File: src/hw/osc_pkg.sv
package osc_pkg;

  // Direction of one amplitude step
  // Up adds the step and down subtracts it
  typedef enum logic {
    dir_up   = 1'b0,
    dir_down = 1'b1
  } osc_dir_t;

  // State of the rise/fall machine
  // Rise walks towards the peak and fall walks towards the minimum
  typedef enum logic {
    st_rise = 1'b0,
    st_fall = 1'b1
  } osc_state_t;

endpackage

File: src/hw/osc_ramp_if.sv
`timescale 1ns/1ps
`default_nettype none

// Ramp control between the direction FSM and the amplitude register
// The FSM steers, the register only reports where it stands
interface osc_ramp_if #(
  parameter int WAVE_WIDTH_P = 8
) ();

  // One-cycle step strobe
  logic              step;
  // Direction of that step, valid together with step
  osc_pkg::osc_dir_t dir;

  // Amplitude sits at the peak
  logic              at_max;
  // Amplitude sits at the most negative value
  logic              at_min;

  // Steering side
  modport fsm (
    output step,
    output dir,
    input  at_max,
    input  at_min
  );

  // Amplitude side
  modport acc (
    input  step,
    input  dir,
    output at_max,
    output at_min
  );

endinterface

`default_nettype wire

File: src/hw/clock_enable.sv
`timescale 1ns/1ps
`default_nettype none

module clock_enable #(
  parameter int COUNTER_WIDTH_P = 8
) (
  input  logic                       clk,
  input  logic                       rst_n,
  // Strobe period in system clocks, read every cycle
  input  logic [COUNTER_WIDTH_P-1:0] cr_enable_period,
  // One-cycle enable strobe
  output logic                       enable
);

  //////////////////////////////////////////////////////////////////////
  // Terminal count
  //////////////////////////////////////////////////////////////////////

  logic [COUNTER_WIDTH_P-1:0] counter;
  logic [COUNTER_WIDTH_P-1:0] last_count;
  logic                       wrap;

  // Last count value is period minus one
  // Periods 0 and 1 both mean a strobe on every cycle
  always_comb begin
    if (cr_enable_period > COUNTER_WIDTH_P'(1)) begin
      last_count = cr_enable_period - COUNTER_WIDTH_P'(1);
    end else begin
      last_count = '0;
    end
  end

  // Greater-or-equal so a shrinking period never lets the count run away
  // The counter then wraps on the very next cycle
  assign wrap = (counter >= last_count);

  //////////////////////////////////////////////////////////////////////
  // Counter and strobe register
  //////////////////////////////////////////////////////////////////////

  always_ff @(posedge clk) begin
    if (!rst_n) begin
      counter <= '0;
      enable  <= 1'b0;
    end else begin
      // Strobe follows the wrap compare by one cycle
      enable <= wrap;
      if (wrap) begin
        counter <= '0;
      end else begin
        counter <= counter + COUNTER_WIDTH_P'(1);
      end
    end
  end

endmodule

`default_nettype wire

File: src/hw/osc_triangle_fsm.sv
`timescale 1ns/1ps
`default_nettype none

module osc_triangle_fsm (
  input  logic   clk,
  input  logic   rst_n,
  // Enable strobe from the period counter
  input  logic   clock_enable,
  // Step and direction out, limit flags in
  osc_ramp_if.fsm ramp
);

  //////////////////////////////////////////////////////////////////////
  // State register
  //////////////////////////////////////////////////////////////////////

  osc_pkg::osc_state_t state;
  osc_pkg::osc_state_t state_next;
  osc_pkg::osc_dir_t   dir_sel;

  always_ff @(posedge clk) begin
    if (!rst_n) begin
      // Wave starts at the minimum, so the first move is upwards
      state <= osc_pkg::st_rise;
    end else if (clock_enable) begin
      state <= state_next;
    end
  end

  //////////////////////////////////////////////////////////////////////
  // Direction decision
  //////////////////////////////////////////////////////////////////////

  // Turn on the same strobe that finds the limit
  // No enable is spent standing still at a corner
  always_comb begin
    dir_sel    = osc_pkg::dir_up;
    state_next = state;
    case (state)
      osc_pkg::st_rise: begin
        if (ramp.at_max) begin
          // Peak reached, head back down
          dir_sel    = osc_pkg::dir_down;
          state_next = osc_pkg::st_fall;
        end else begin
          dir_sel    = osc_pkg::dir_up;
          state_next = osc_pkg::st_rise;
        end
      end
      osc_pkg::st_fall: begin
        if (ramp.at_min) begin
          // Bottom reached, head back up
          dir_sel    = osc_pkg::dir_up;
          state_next = osc_pkg::st_rise;
        end else begin
          dir_sel    = osc_pkg::dir_down;
          state_next = osc_pkg::st_fall;
        end
      end
      default: begin
        dir_sel    = osc_pkg::dir_up;
        state_next = osc_pkg::st_rise;
      end
    endcase
  end

  //////////////////////////////////////////////////////////////////////
  // Ramp outputs
  //////////////////////////////////////////////////////////////////////

  // Mealy outputs, the strobe passes straight through as the step
  assign ramp.step = clock_enable;
  assign ramp.dir  = dir_sel;

endmodule

`default_nettype wire

File: src/hw/osc_amplitude_acc.sv
`timescale 1ns/1ps
`default_nettype none

module osc_amplitude_acc #(
  parameter int                               WAVE_WIDTH_P         = 8,
  // Amount added or removed per step
  parameter int                               WAVE_AMPLITUDE_INC_P = 1,
  // Highest amplitude the wave reaches
  parameter logic signed [WAVE_WIDTH_P-1:0]   WAVE_AMPLITUDE_MAX_P = '0
) (
  input  logic                            clk,
  input  logic                            rst_n,
  // Step and direction in, limit flags out
  osc_ramp_if.acc                         ramp,
  // Current sample
  output logic signed [WAVE_WIDTH_P-1:0]  amplitude
);

  //////////////////////////////////////////////////////////////////////
  // Constants
  //////////////////////////////////////////////////////////////////////

  // Most negative two's complement value
  localparam logic signed [WAVE_WIDTH_P-1:0] AMP_MIN_C =
    {1'b1, {(WAVE_WIDTH_P-1){1'b0}}};

  // Step at sample width
  localparam logic signed [WAVE_WIDTH_P-1:0] AMP_STEP_C =
    WAVE_WIDTH_P'(WAVE_AMPLITUDE_INC_P);

  //////////////////////////////////////////////////////////////////////
  // Amplitude register
  //////////////////////////////////////////////////////////////////////

  logic signed [WAVE_WIDTH_P-1:0] amplitude_up;
  logic signed [WAVE_WIDTH_P-1:0] amplitude_down;

  // Both candidates, direction picks one
  assign amplitude_up   = amplitude + AMP_STEP_C;
  assign amplitude_down = amplitude - AMP_STEP_C;

  always_ff @(posedge clk) begin
    if (!rst_n) begin
      // Triangle begins at its bottom
      amplitude <= AMP_MIN_C;
    end else if (ramp.step) begin
      if (ramp.dir == osc_pkg::dir_up) begin
        amplitude <= amplitude_up;
      end else begin
        amplitude <= amplitude_down;
      end
    end
  end

  //////////////////////////////////////////////////////////////////////
  // Limit flags
  //////////////////////////////////////////////////////////////////////

  // Plain equality on the registered value
  // Peak and minimum are exact multiples of the step from the bottom
  assign ramp.at_max = (amplitude == WAVE_AMPLITUDE_MAX_P);
  assign ramp.at_min = (amplitude == AMP_MIN_C);

endmodule

`default_nettype wire

File: src/hw/osc_triangle_top.sv
`timescale 1ns/1ps
`default_nettype none

module osc_triangle_top #(
  // System clock frequency in Hz
  parameter int SYS_CLK_FREQUENCY_P = 100_000_000,
  // Output frequency with the enable high on every cycle
  parameter int PRIME_FREQUENCY_P   = 1_000_000,
  // Sample width
  parameter int WAVE_WIDTH_P        = 24,
  // Width of the enable period
  parameter int COUNTER_WIDTH_P     = $clog2(SYS_CLK_FREQUENCY_P)
) (
  input  logic                           clk,
  input  logic                           rst_n,
  // Enable period in system clocks, lowers the output frequency
  input  logic [COUNTER_WIDTH_P-1:0]     cr_clock_enable,
  // Signed triangle sample
  output logic signed [WAVE_WIDTH_P-1:0] osc_triangle
);

  //////////////////////////////////////////////////////////////////////
  // Derived wave constants
  //////////////////////////////////////////////////////////////////////

  // Prime frequency period in system clocks
  // e.g. 200 MHz over 1 MHz gives 200
  localparam int PERIOD_IN_SYS_CLKS_C = SYS_CLK_FREQUENCY_P / PRIME_FREQUENCY_P;

  // One ramp takes half the period
  localparam int HALF_PERIOD_C = PERIOD_IN_SYS_CLKS_C / 2;

  // Step size, full scale spread over one half period
  localparam int WAVE_AMPLITUDE_INC_C = (2**WAVE_WIDTH_P - 1) / HALF_PERIOD_C;

  // Peak, the bottom plus one half period of steps
  // Lands at or just below the top of the signed range
  localparam logic signed [WAVE_WIDTH_P-1:0] WAVE_AMPLITUDE_MAX_C =
    WAVE_WIDTH_P'(-(2**(WAVE_WIDTH_P-1)) + WAVE_AMPLITUDE_INC_C * HALF_PERIOD_C);

  //////////////////////////////////////////////////////////////////////
  // Interconnect
  //////////////////////////////////////////////////////////////////////

  // Enable strobe, counter to FSM
  logic clock_enable;

  // Step, direction and limit flags, FSM to accumulator
  osc_ramp_if #(
    .WAVE_WIDTH_P ( WAVE_WIDTH_P )
  ) ramp_if ();

  //////////////////////////////////////////////////////////////////////
  // Blocks
  //////////////////////////////////////////////////////////////////////

  // Period counter
  clock_enable #(
    .COUNTER_WIDTH_P  ( COUNTER_WIDTH_P )
  ) clock_enable_i0 (
    .clk              ( clk             ),
    .rst_n            ( rst_n           ),
    .cr_enable_period ( cr_clock_enable ),
    .enable           ( clock_enable    )
  );

  // Rise/fall steering
  osc_triangle_fsm osc_triangle_fsm_i0 (
    .clk          ( clk          ),
    .rst_n        ( rst_n        ),
    .clock_enable ( clock_enable ),
    .ramp         ( ramp_if.fsm  )
  );

  // Amplitude register, feeds the output port directly
  osc_amplitude_acc #(
    .WAVE_WIDTH_P         ( WAVE_WIDTH_P         ),
    .WAVE_AMPLITUDE_INC_P ( WAVE_AMPLITUDE_INC_C ),
    .WAVE_AMPLITUDE_MAX_P ( WAVE_AMPLITUDE_MAX_C )
  ) osc_amplitude_acc_i0 (
    .clk       ( clk          ),
    .rst_n     ( rst_n        ),
    .ramp      ( ramp_if.acc  ),
    .amplitude ( osc_triangle )
  );

endmodule

`default_nettype wire

File: config.mk
export PLATFORM = sky130hd
export DESIGN_NAME = osc_triangle_top
export DESIGN_NICKNAME = d
export VERILOG_FILES = /design/src/hw/osc_pkg.sv /design/src/hw/osc_ramp_if.sv /design/src/hw/clock_enable.sv /design/src/hw/osc_triangle_fsm.sv /design/src/hw/osc_amplitude_acc.sv /design/src/hw/osc_triangle_top.sv
export SDC_FILE = /design/constraint.sdc
export NUM_CORES = 1
export LEC_CHECK = 0
export BUFFER_PORTS_ARGS = -buffer_cell sky130_fd_sc_hd__buf_4
export CORE_MARGIN = 4
export CORE_UTILIZATION = 25
export CTS_BUF_LIST = sky130_fd_sc_hd__clkbuf_4 sky130_fd_sc_hd__clkbuf_8
export CTS_CLUSTER_DIAMETER = 60
export DETAILED_ROUTE_END_ITERATION = 12
export HOLD_SLACK_MARGIN = 0.1
export PLACE_DENSITY = 0.42
export SYNTH_ARGS = -nofsm -noshare
export SYNTH_HDL_FRONTEND = slang
export SYNTH_SLANG_ARGS = --single-unit
File: constraint.sdc
create_clock -name clk -period 9.9 [get_ports clk]
set_input_delay 0.99 -clock clk [delete_from_list [all_inputs] [get_ports clk]]
set_output_delay 0.99 -clock clk [all_outputs]
set_load 0.005 [all_outputs]
==> out/qor.csv, run 1 <==
stage;metric;value;unit
setup_path;CP Cell Sequence;buf_4, or3_1, or4_1, or3_1, or3_1, nand2_1, ha_1, nand4_1, or4_1, or4_1, a31oi_1, a311oi_1, o211ai_4, nor2_1;
floorplan;Die Height;136;um
clock_tree;post-cts resize count;0;
setup_path;crit path capture type;register;
clock_tree;Post-CTS Setup Repair Bufs;0;
sta;Worst Clk Skew;0.00263;ns
outcome;status;complete, no violations;
floorplan;Initial Utilization;25.7;%
pwr;PwrDens;82.2;nW/um2
sta;Tmin final;5.40;ns
sta;fin worst setup slack;4.50;ns
routing;DR WL/cell;12.6;um
pwr;P_leak;0.00206;uW
routing;final WL;9.79;mm
setup_path;crit path DAT;5.58;ns
clock_tree;worst-skew pair later-pin latency;0.31;ns
sta;final setup fails;0;
sta;final hold slack;0.489;ns
routing;Pre-antenna DRT Iters;4;
routing;via count;3612;
layout;layout cells sized above 1;11.4;%
place;dpl ws;4.07;ns
global_route;met3 Usage GRT;1.67;%
global_route;gr busiest metal;met2;
sta;setup_tns;0;ns
global_route;GR Util met2;17.9;%
clock_tree;clock buffer depth;2;
logic_synthesis;Synth top area share;24.5;%
sta;worst slew pin tran;0.743;ns
layout;most frequent cells in the layout;nor2_1, nand2_1, buf_4;
setup_path;crit start category;input port;
global_route;GR Util met1;14.8;%
layout;Layout area overhead;16.9;%
logic_synthesis;Synth area leader;dfxtp_1;
place;PortBufs;49;
place;routability cong.;0.847;
sta;period utilization;54.6;%
floorplan;I/O Pins;53;
clock_tree;CTS root buf;clkbuf_8;
layout;Antenna diodes;0;
place;DP Wirelength;7.82;mm
setup_path;CP delay by family, top;simple AND/OR/NAND/NOR gates;
clock_tree;CTS HTree Levels;2;
job;total of max-cap violations;0;
logic_synthesis;FFs w/ async S/R, synth;0;%
setup_path;Crit Path Category;input port to register;
setup_path;slowest stage cell, crit path;or3_1;
routing;drt initial violations;146;
routing;vias per cell;4.65;
clock_tree;CTS buffer count;5;
setup_path;WP data required;10.08;ns
sta;Slew headroom;50.0;%
logic_synthesis;Warnings, synthesis;0;
routing;ANT nets after route;0;
global_route;first-pass GRT wire length;16.6;mm
setup_path;CP Max Fanout;27;
clock_tree;quantity of hold-fixing buffers added after cts;0;
floorplan;Die X;136;um
logic_synthesis;sequential fraction of the synthesis area;24.5;%
sta;Hold Fails Final Rpt;0;
floorplan;die area;18500;um2
clock_tree;CTS tree;yes;
routing;DRC viols;0;
logic_synthesis;Yosys reg bits;50;
sta;RSZ-0062 raised after global routing;no;
logic_synthesis;post-synthesis cell count;513;
logic_synthesis;Post-synth top flop;dfxtp_1;
logic_synthesis;Post-synth EDFFs;0;
floorplan;Core Rows;46;
global_route;GRT overflow;0;
layout;fillers;1707;
sta;Max Slew Vio Count;0;
global_route;initial antenna violation count;0;
global_route;largest net degree at the start of global routing;30;
floorplan;core box area;15900;um2
clock_tree;Clock Sinks;50;
setup_path;Crit path largest cell delay;0.67;ns
logic_synthesis;Synth area leaders;dfxtp_1, ha_1, xor2_1, xnor2_1, nor2_1;
global_route;Total GRT Usage;10.9;%
clock_tree;clock slew at reported path FFs;0.09;ns
layout;Final Core Density;30.0;%
logic_synthesis;Synth Area per Inst;7.98;um2
sta;Max Freq;185;MHz
pwr;Peak supply drop;59.8;uV
logic_synthesis;Distinct cells, synth;51;
layout;Nets;638;
setup_path;WP buf/inv;1;
global_route;number of global-route vias before repair;3481;
layout;commonest non-fill, non-tap cell in the layout;nor2_1;
hold_path;Tightest Hold Check Type;register to register;
logic_synthesis;Post-Syn Area;4090;um2
==> power by group <==
group          leakage [uW]  total [uW]  internal (uW)  switching [uW]
registers          0.000403         203            202            1.38
clock network     0.0000548         150           78.3            72.2
logic               0.00160        39.7           18.5            21.2
total               0.00206         394            299            94.8
==> logic make-up after synthesis <==
family / count (synthesis) / share of synthesized area [%]
compound gates: 89 / 14.1
simple gates: 213 / 24.8
mux: 16 / 3.94
flops: 50 / 24.5
other cells: 1 / 0.0916
xor+xnor: 64 / 13.7
fa+ha+maj: 50 / 15.5
buf+inv: 30 / 3.45
==> metal layers <==
layer / share of wire [%] / vias up
li1: - / 1910
met3: 3.8 / 5
met2: 44 / 73
met4: 1.1 / 0
met5: 0 / -
met1: 51 / 1624
==> Yosys cell counts (all sizes together) (8+ instances only) <==
cell / number
and3: 8
mux2i: 15
nand2: 54
ha: 49
dfxtp: 50
nand4: 14
a21oi: 24
nor4: 12
xor2: 34
inv: 15
nand3: 18
xnor2: 30
o21ai: 23
a21o: 12
nor2: 66
==> stage by stage <==
| stage | instance area, um2 | power [uW] | cells |
|---|---|---|---|
| floorplan | 4100 | 231 | 515 |
| global placement | 4670 | 247 | 768 |
| detailed placement | 4670 | 248 | 768 |
| CTS | 4790 | 404 | 776 |
| global route | 4790 | 415 | 776 |
| finish | 4790 | 394 | 776 |
==> sequential cells by signal, summed over array words and instances, names as in the netlist <==
register / cells
clock_enable_i0.counter: 27
clock_enable_i0.enable: 1
osc_triangle_fsm_i0.state: 1
osc_amplitude_acc_i0.amplitude: 21
==> worst paths after layout <==
path	from	endpoint	slack, ns	cells after the start
max	cr_clock_enable[19]	clock_enable_i0.counter[11]	4.50	14
min	clock_enable_i0.counter[0]	clock_enable_i0.counter[0]	0.49	1
max reg2reg	osc_amplitude_acc_i0.amplitude[18]	osc_amplitude_acc_i0.amplitude[23]	5.83	15
min reg2reg	clock_enable_i0.counter[0]	clock_enable_i0.counter[0]	0.49	1
==> layout make-up <==
cell class	instances	area (um2)	area share [%]
multi-input combinational	435	2960	61.8
tap	216	270	5.65
timing repair buffer	51	383	8.00
sequential	50	1000	20.9
inverter	16	60.1	1.25
clock buffer	6	76.3	1.59
clock inverter	2	37.5	0.784
No activity file was read; power rests on OpenSTA's default activity.
==> run 2: changes to the inputs <==
ABC_AREA = 1   (was unset)
PLACE_DENSITY = 0.43   (was 0.42)
clock period = 4.6 ns   (was 9.9 ns; I/O delays follow)
==> run 2 against run 1 <==
Effect of this change:
- sequential power rose by 120%
- clock skew rose by 0.016 ns
- critical endpoint is now clock_enable_i0.counter[13]
- cell count rose by 54%
- non-clock buffer count did not move
- register-to-register slack got worse by 4.4 ns
- synthesized area rose by 30%
- die area rose by 28%
==> out/qor.csv, run 2 <==
stage;metric;value;unit;change
logic_synthesis;Post-Syn Area;5330;um2;was 4090 um2
layout;most frequent cells in the layout;nand2_1, nor2_1, inv_1;;was nor2_1, nand2_1, buf_4
sta;Slew headroom;58.2;%;was 50.0%
clock_tree;CTS root buf;clkbuf_8;;unchanged
routing;final WL;15.7;mm;was 9.79 mm
layout;Layout area overhead;13.8;%;was 16.9%
floorplan;core box area;21000;um2;was 15900 um2
clock_tree;clock buffer depth;2;;unchanged
place;dpl cell area;5970;um2;was 4670 um2
clock_tree;CTS buffer count;5;;unchanged
layout;Antenna diodes;0;;unchanged
sta;Max Slew Vio Count;0;;unchanged
sta;Hold Fails Final Rpt;0;;unchanged
layout;max FFs per register;27;;unchanged
routing;DR WL/cell;13.1;um;was 12.6 um
clock_tree;post-cts resize count;0;;unchanged
global_route;number of global-route vias before repair;5123;;was 3481
layout;post-route cell area;6060;um2;was 4790 um2
layout;layout cells sized above 1;12.0;%;was 11.4%
pwr;Clk network pwr share;33.6;%;was 38.2%
sta;Worst Clk Skew;0.0189;ns;was 0.00263 ns
logic_synthesis;simple-gate portion of the synthesized area;45.1;%;was 24.8%
logic_synthesis;Post-synth EDFFs;0;;unchanged
clock_tree;Clock Sinks;50;;unchanged
logic_synthesis;Synth area leader;dfxtp_1;;unchanged
routing;DRC viols;0;;unchanged
global_route;GR Util met2;20.9;%;was 17.9%
pwr;P_leak;0.00297;uW;was 0.00206 uW
global_route;first-pass GRT wire length;26.0;mm;was 16.6 mm
layout;Final Core Density;28.8;%;was 30.0%
logic_synthesis;most numerous cell in the Yosys netlist;nand2_1;;was nor2_1
outcome;status;complete, no violations;;unchanged
logic_synthesis;sequential fraction of the synthesis area;18.8;%;was 24.5%
logic_synthesis;post-synthesis cell count;872;;was 513
setup_path;crit path DAT;3.39;ns;was 5.58 ns
logic_synthesis;synth cell count leaders;nand2_1, nor2_1, inv_1;;was nor2_1, nand2_1, dfxtp_1
logic_synthesis;Yosys reg bits;50;;unchanged
floorplan;Core Rows;53;;was 46
clock_tree;CTS HTree Levels;2;;unchanged
sta;worst slew pin tran;0.623;ns;was 0.743 ns
logic_synthesis;Post-Synth XOR/XNOR Area;5.10;%;was 13.7%
clock_tree;worst-skew pair later-pin latency;0.33;ns;was 0.31 ns
pwr;sw power;240;uW;was 94.8 uW
logic_synthesis;Synth Area per Inst;6.11;um2;was 7.98 um2
sta;period utilization;69.3;%;
floorplan;I/O Pins;53;;unchanged
routing;ANT nets after route;0;;unchanged
place;DP Wirelength;12.7;mm;was 7.82 mm
hold_path;hold path depth;3;;was 1
setup_path;WP data required;4.80;ns;was 10.08 ns
clock_tree;Post-CTS Setup Repair Bufs;0;;unchanged
floorplan;die area;23700;um2;was 18500 um2
hold_path;Tightest Hold Check Type;input port to register;;was register to register
job;total of max-cap violations;0;;unchanged
pwr;Flop pwr share;52.8;%;was 51.7%
global_route;met3 Usage GRT;1.44;%;was 1.67%
floorplan;Initial Utilization;25.3;%;was 25.7%
layout;fillers;2392;;was 1707
layout;Biggest register;clock_enable_i0.counter;;unchanged
clock_tree;CTS tree;yes;;unchanged
setup_path;crit path capture type;register;;unchanged
setup_path;crit start category;input port;;unchanged
logic_synthesis;FFs w/ async S/R, synth;0;%;unchanged
global_route;initial antenna violation count;0;;unchanged
floorplan;Die X;154;um;was 136 um
place;dpl ws;1.02;ns;was 4.07 ns
logic_synthesis;post-synthesis mux area share;0;%;was 3.94%
sta;setup_tns;0;ns;unchanged
sta;RSZ-0062 raised after global routing;no;;unchanged
clock_tree;clock slew at reported path FFs;0.11;ns;was 0.09 ns
global_route;gr busiest metal;met2;;unchanged
global_route;GR Util met1;19.2;%;was 14.8%
sta;Max Freq;314;MHz;
routing;vias per cell;4.45;;was 4.65
setup_path;r2r worst-path depth;16;;was 15
sta;final setup fails;0;;unchanged
pwr;PwrDens;137;nW/um2;was 82.2 nW/um2
sta;final hold slack;0.428;ns;was 0.489 ns
pwr;Sw Share;28.9;%;was 24.1%
logic_synthesis;Synth Area in Compound Gates;8.48;%;was 14.1%
pwr;Peak supply drop;116;uV;was 59.8 uV
setup_path;Crit Path Category;input port to register;;unchanged
setup_path;CP Max Fanout;27;;unchanged
layout;commonest non-fill, non-tap cell in the layout;nand2_1;;was nor2_1
logic_synthesis;main combinational cell family by area after synthesis;simple AND/OR/NAND/NOR gates;;unchanged
routing;drt initial violations;189;;was 146
logic_synthesis;area share of fa/ha/maj cells after synthesis;11.9;%;was 15.5%
layout;Regs by FF count;clock_enable_i0.counter: 27 flops, osc_amplitude_acc_i0.amplitude: 21 flops;;unchanged
routing;via count;5317;;was 3612
layout;Nets;998;;was 638
place;PortBufs;49;;unchanged
routing;Pre-antenna DRT Iters;4;;unchanged
global_route;Total GRT Usage;13.3;%;was 10.9%
logic_synthesis;Warnings, synthesis;0;;unchanged
global_route;largest net degree at the start of global routing;33;;was 30
logic_synthesis;Post-synth top flop;dfxtp_1;;unchanged
floorplan;Die Height;154;um;was 136 um
place;routability cong.;0.872;;was 0.847
sta;Tmin final;3.19;ns;
logic_synthesis;Synth area leaders;dfxtp_1, nand2_1, ha_1, nor2_1, inv_1;;was dfxtp_1, ha_1, xor2_1, xnor2_1, nor2_1
pwr;P_int;590;uW;was 299 uW
clock_tree;quantity of hold-fixing buffers added after cts;0;;unchanged
global_route;GRT overflow;0;;unchanged
logic_synthesis;Distinct cells, synth;45;;was 51
pwr;Comb pwr share;13.6;%;was 10.1%
sta;fin worst setup slack;1.41;ns;was 4.50 ns
logic_synthesis;Synth top area share;18.8;%;was 24.5%
run 2: cell types whose count changed after synthesis, sizes merged, moves of 9 or more:
| cell | change |
|---|---|
| xor2 | -14 |
| inv | +110 |
| a21o | -10 |
| nor2 | +103 |
| nand2 | +162 |
| a21oi | +14 |
| nand3b | +9 |
| mux2i | -15 |
| xnor2 | -19 |
| nor3 | +9 |
| nand3 | +49 |
run 2: worst paths after layout:
check	to	from	slack [ns]
min	clock_enable_i0.enable	rst_n	0.43
max	clock_enable_i0.counter[13]	cr_clock_enable[1]	1.41
min reg2reg	clock_enable_i0.counter[0]	clock_enable_i0.counter[0]	0.49
max reg2reg	osc_amplitude_acc_i0.amplitude[18]	osc_amplitude_acc_i0.amplitude[16]	1.42
run 2: cell families after synthesis:
logic type,count (synthesis)
AOI/OAI and AO/OA,80
xor gates and xnor gates,31
adders and majority gates,50
buffers and inverters,139
DFF,50
other,1
and+or+nand+nor,521
run 2: stage by stage:
stage	instances	power, uW
6_report	1195	830
5_1_grt	1195	884
4_1_cts	1195	851
3_5_place_dp	1187	562
3_3_place_gp	1187	562
2_1_floorplan	874	519
run 2: routing by layer:
metal  wire length [um]  part of all wire (%)
met1               8040                    51
met2               6820                    44
met3                488                   3.1
met4                301                   1.9
met5                  0                     0
run 2: power groups by stage:
stage / clock network, uW / registers, uW / logic (uW)
after floorplan: 0 / 447 / 71.6
after CTS: 298 / 439 / 114
after global placement: 0 / 448 / 114
after global routing: 316 / 439 / 129
final: 279 / 438 / 113
after detailed placement: 0 / 448 / 114
run 2: critical path: stages:
cell	delay (ns)
buf_4	0.11
inv_1	0.11
ha_1	0.29
nand2_1	0.16
nor2_4	0.19
nand4_2	0.19
nor2_2	0.20
a21oi_1	0.09
nand3b_4	0.16
ha_1	0.34
nand3_1	0.14
nor3_1	0.30
nand4_1	0.23
nand4_4	0.35
nor2_1	0.07
run 2: final cells by class:
class | count | area, um2 | share of cell area [%]
well taps | 275 | 344 | 5.68
flip-flops and latches | 50 | 1000 | 16.5
inverters | 126 | 473 | 7.80
repair buffers | 51 | 383 | 6.32
clock inverters | 3 | 21.3 | 0.351
multi-input cells | 685 | 3770 | 62.2
clock buffers | 5 | 68.8 | 1.14
==> run 3: changes to the inputs <==
clock period = 2.6 ns   (was 4.6 ns; I/O delays follow)
==> run 3 against run 2 <==
Effect of this change:
- global-route usage grew 1.0 points
- worst setup slack worse by 1.4 ns
- combinational power rose to 2.7 times the previous value
- non-clock buffer count up 164
- register-to-register slack worse by 1.4 ns
- die area did not move
- sequential power grew 77%
- critical endpoint is now osc_amplitude_acc_i0.amplitude[21]
==> out/qor.csv, run 3 (synthesis gave the netlist of run 2 again) <==
stage;metric;value;unit;change
setup_path;crit path capture type;register;;unchanged
pwr;Clk network pwr share;35.6;%;was 33.6%
pwr;PwrDens;198;nW/um2;was 137 nW/um2
clock_tree;worst-skew pair later-pin latency;0.33;ns;about the same
layout;Layout area overhead;59.6;%;was 13.8%
pwr;P_int;1230;uW;was 590 uW
layout;layout cells sized above 1;41.9;%;was 12.0%
place;PortBufs;49;;unchanged
setup_path;WP data required;2.85;ns;was 4.80 ns
sta;final setup fails;0;;unchanged
layout;Biggest register;clock_enable_i0.counter;;unchanged
layout;max FFs per register;27;;unchanged
layout;Regs by FF count;clock_enable_i0.counter: 27 flops, osc_amplitude_acc_i0.amplitude: 21 flops;;unchanged
job;total of max-cap violations;0;;unchanged
sta;Hold Fails Final Rpt;0;;unchanged
hold_path;Worst Hold Launch;rst_n;;unchanged
clock_tree;CTS root buf;clkbuf_8;;unchanged
global_route;first-pass GRT wire length;27.9;mm;was 26.0 mm
pwr;Peak supply drop;185;uV;was 116 uV
routing;drt initial violations;210;;was 189
sta;RSZ-0062 raised after global routing;yes;;was no
clock_tree;CTS tree;yes;;unchanged
clock_tree;CTS buffer count;5;;unchanged
setup_path;RR Startpoint;osc_amplitude_acc_i0.amplitude[10];;was osc_amplitude_acc_i0.amplitude[16]
place;DP Wirelength;13.8;mm;was 12.7 mm
floorplan;die area;23700;um2;unchanged
routing;DRC viols;0;;unchanged
setup_path;worst reg2reg setup slack;0.007;ns;was 1.42 ns
sta;final hold slack;0.246;ns;was 0.428 ns
place;routability cong.;0.827;;was 0.872
layout;most frequent cells in the layout;buf_4, nand2_1, nor2_1;;was nand2_1, nor2_1, inv_1
layout;commonest non-fill, non-tap cell in the layout;buf_4;;was nand2_1
floorplan;Die X;154;um;unchanged
routing;Pre-antenna DRT Iters;4;;unchanged
sta;Max Slew Vio Count;0;;unchanged
global_route;Total GRT Usage;14.3;%;was 13.3%
setup_path;slowest stage cell, crit path;dfxtp_2;;was nand4_4
global_route;GRT overflow;0;;unchanged
floorplan;core box area;21000;um2;unchanged
hold_path;hold path depth;3;;unchanged
routing;vias per cell;4.42;;was 4.45
routing;via count;6007;;was 5317
setup_path;Worst Setup SP;osc_amplitude_acc_i0.amplitude[10];;was cr_clock_enable[1]
routing;final WL;18.0;mm;was 15.7 mm
routing;DR WL/cell;13.3;um;was 13.1 um
outcome;status;complete, no violations;;unchanged
setup_path;r2r worst-path depth;18;;was 16
sta;Worst Clk Skew;0.0168;ns;was 0.0189 ns
floorplan;Core Rows;53;;unchanged
pwr;Sw Share;27.0;%;was 28.9%
setup_path;worst reg2reg endpoint;osc_amplitude_acc_i0.amplitude[21];;was osc_amplitude_acc_i0.amplitude[18]
floorplan;Die Height;154;um;unchanged
global_route;initial antenna violation count;0;;unchanged
setup_path;CP Max Fanout;8;;was 27
setup_path;crit start category;register;;was input port
global_route;largest net degree at the start of global routing;33;;unchanged
pwr;total chip power;1680;uW;was 830 uW
setup_path;CP Cell Sequence;nor2_2, nand2_2, nor2_4, nand3_2, nand2_1, nand2_2, nand2_4, inv_6, buf_12, ha_4, nand2_4, buf_6, nor4_4, nand2_4, nand3_2, nand3_2, nand2_2, inv_2;;was buf_4, inv_1, ha_1, nand2_1, nor2_4, nand4_2, nor2_2, a21oi_1, nand3b_4, ha_1, nand3_1, nor3_1, nand4_1, nand4_4, nor2_1
hold_path;Tightest Hold Check Type;input port to register;;unchanged
pwr;sw power;454;uW;was 240 uW
sta;Slew headroom;54.1;%;was 58.2%
sta;Max Freq;386;MHz;
clock_tree;CTS HTree Levels;2;;unchanged
sta;setup_tns;0;ns;unchanged
layout;Final Core Density;40.5;%;was 28.8%
pwr;Comb pwr share;18.3;%;was 13.6%
pwr;Flop pwr share;46.1;%;was 52.8%
setup_path;Crit Path Category;register to register;;was input port to register
setup_path;crit path DAT;2.84;ns;was 3.39 ns
pwr;P_leak;0.00407;uW;was 0.00297 uW
layout;Nets;1162;;was 998
clock_tree;clock slew at reported path FFs;0.10;ns;was 0.11 ns
clock_tree;Clock Sinks;50;;unchanged
floorplan;I/O Pins;53;;unchanged
sta;period utilization;99.7;%;
clock_tree;clock buffer depth;2;;unchanged
sta;Tmin final;2.59;ns;
setup_path;Crit path largest cell delay;0.35;ns;about the same
sta;worst slew pin tran;0.685;ns;was 0.623 ns
hold_path;Worst Hold End;osc_amplitude_acc_i0.amplitude[17];;was clock_enable_i0.enable
layout;Antenna diodes;0;;unchanged
routing;ANT nets after route;0;;unchanged
global_route;number of global-route vias before repair;5593;;was 5123
floorplan;Initial Utilization;25.3;%;unchanged
==> run 3: changes by cell type in the layout (fill, tap and decap cells not counted), sizes merged <==
| cell | delta |
|---|---|
| buf | +162 |
| clkinv | -2 |
| clkbuf | +3 |
| bufinv | +1 |
==> run 3: what timing repair did <==
action	4_1_cts	5_1_grt
gates resized for setup	38	213
cloned	0	3
endpoints found under the setup margin	18	46
hold buffers	0	0
pin swaps	6	90
buffers inserted	1	12
==> run 3: layer usage <==
layer  vias up  part of all wire (%)  GRT usage (%)
met3        10                   3.0           2.17
met5         -                     0              0
met2        66                    46           22.9
li1       3217                     -              -
met4         0                   1.3           3.28
met1      2714                    50           20.2
==> run 3: per-stage QoR <==
stage / setup WS [ns] / instances / cell area (um2)
floorplan: 0.0172 / 874 / 5350
global placement: -0.309 / 1335 / 7150
detailed placement: -0.321 / 1335 / 7150
CTS: -0.0362 / 1344 / 7440
global route: -0.108 / 1359 / 8510
finish: 0.00749 / 1359 / 8510
==> run 3: worst max-delay path by stage <==
stage	cells past startpoint	end	slack [ns]
floorplan	19	clock_enable_i0.counter[2]	0.02
global placement	22	clock_enable_i0.counter[19]	-0.31
detailed placement	22	osc_amplitude_acc_i0.amplitude[21]	-0.32
CTS	19	osc_amplitude_acc_i0.amplitude[22]	-0.04
global route	18	osc_amplitude_acc_i0.amplitude[21]	-0.11
finish	18	osc_amplitude_acc_i0.amplitude[21]	0.007
==> run 3: power groups by stage <==
stage	registers [uW]	logic (uW)	clock network, uW
global placement	793	267	0
global route	776	342	664
CTS	776	268	636
floorplan	791	128	0
finish	775	308	598
detailed placement	793	266	0
==> run 3: layout make-up <==
class,count,area (um2)
clock inverters,2,37.5
flip-flops and latches,50,1010
inverters,126,488
fillers,2211,12500
well taps,275,344
repair buffers,215,1740
multi-input cells,685,4810
clock buffers,6,76.3
==> run 3: worst max-delay path, delay by kind of cell, from the launching register on <==
family,cells,cell delay [ns]
AND/OR/NAND/NOR,13,1.45
flip-flops,1,0.35
adder cells (fa/ha/maj),1,0.33
buffers and inverters,4,0.36
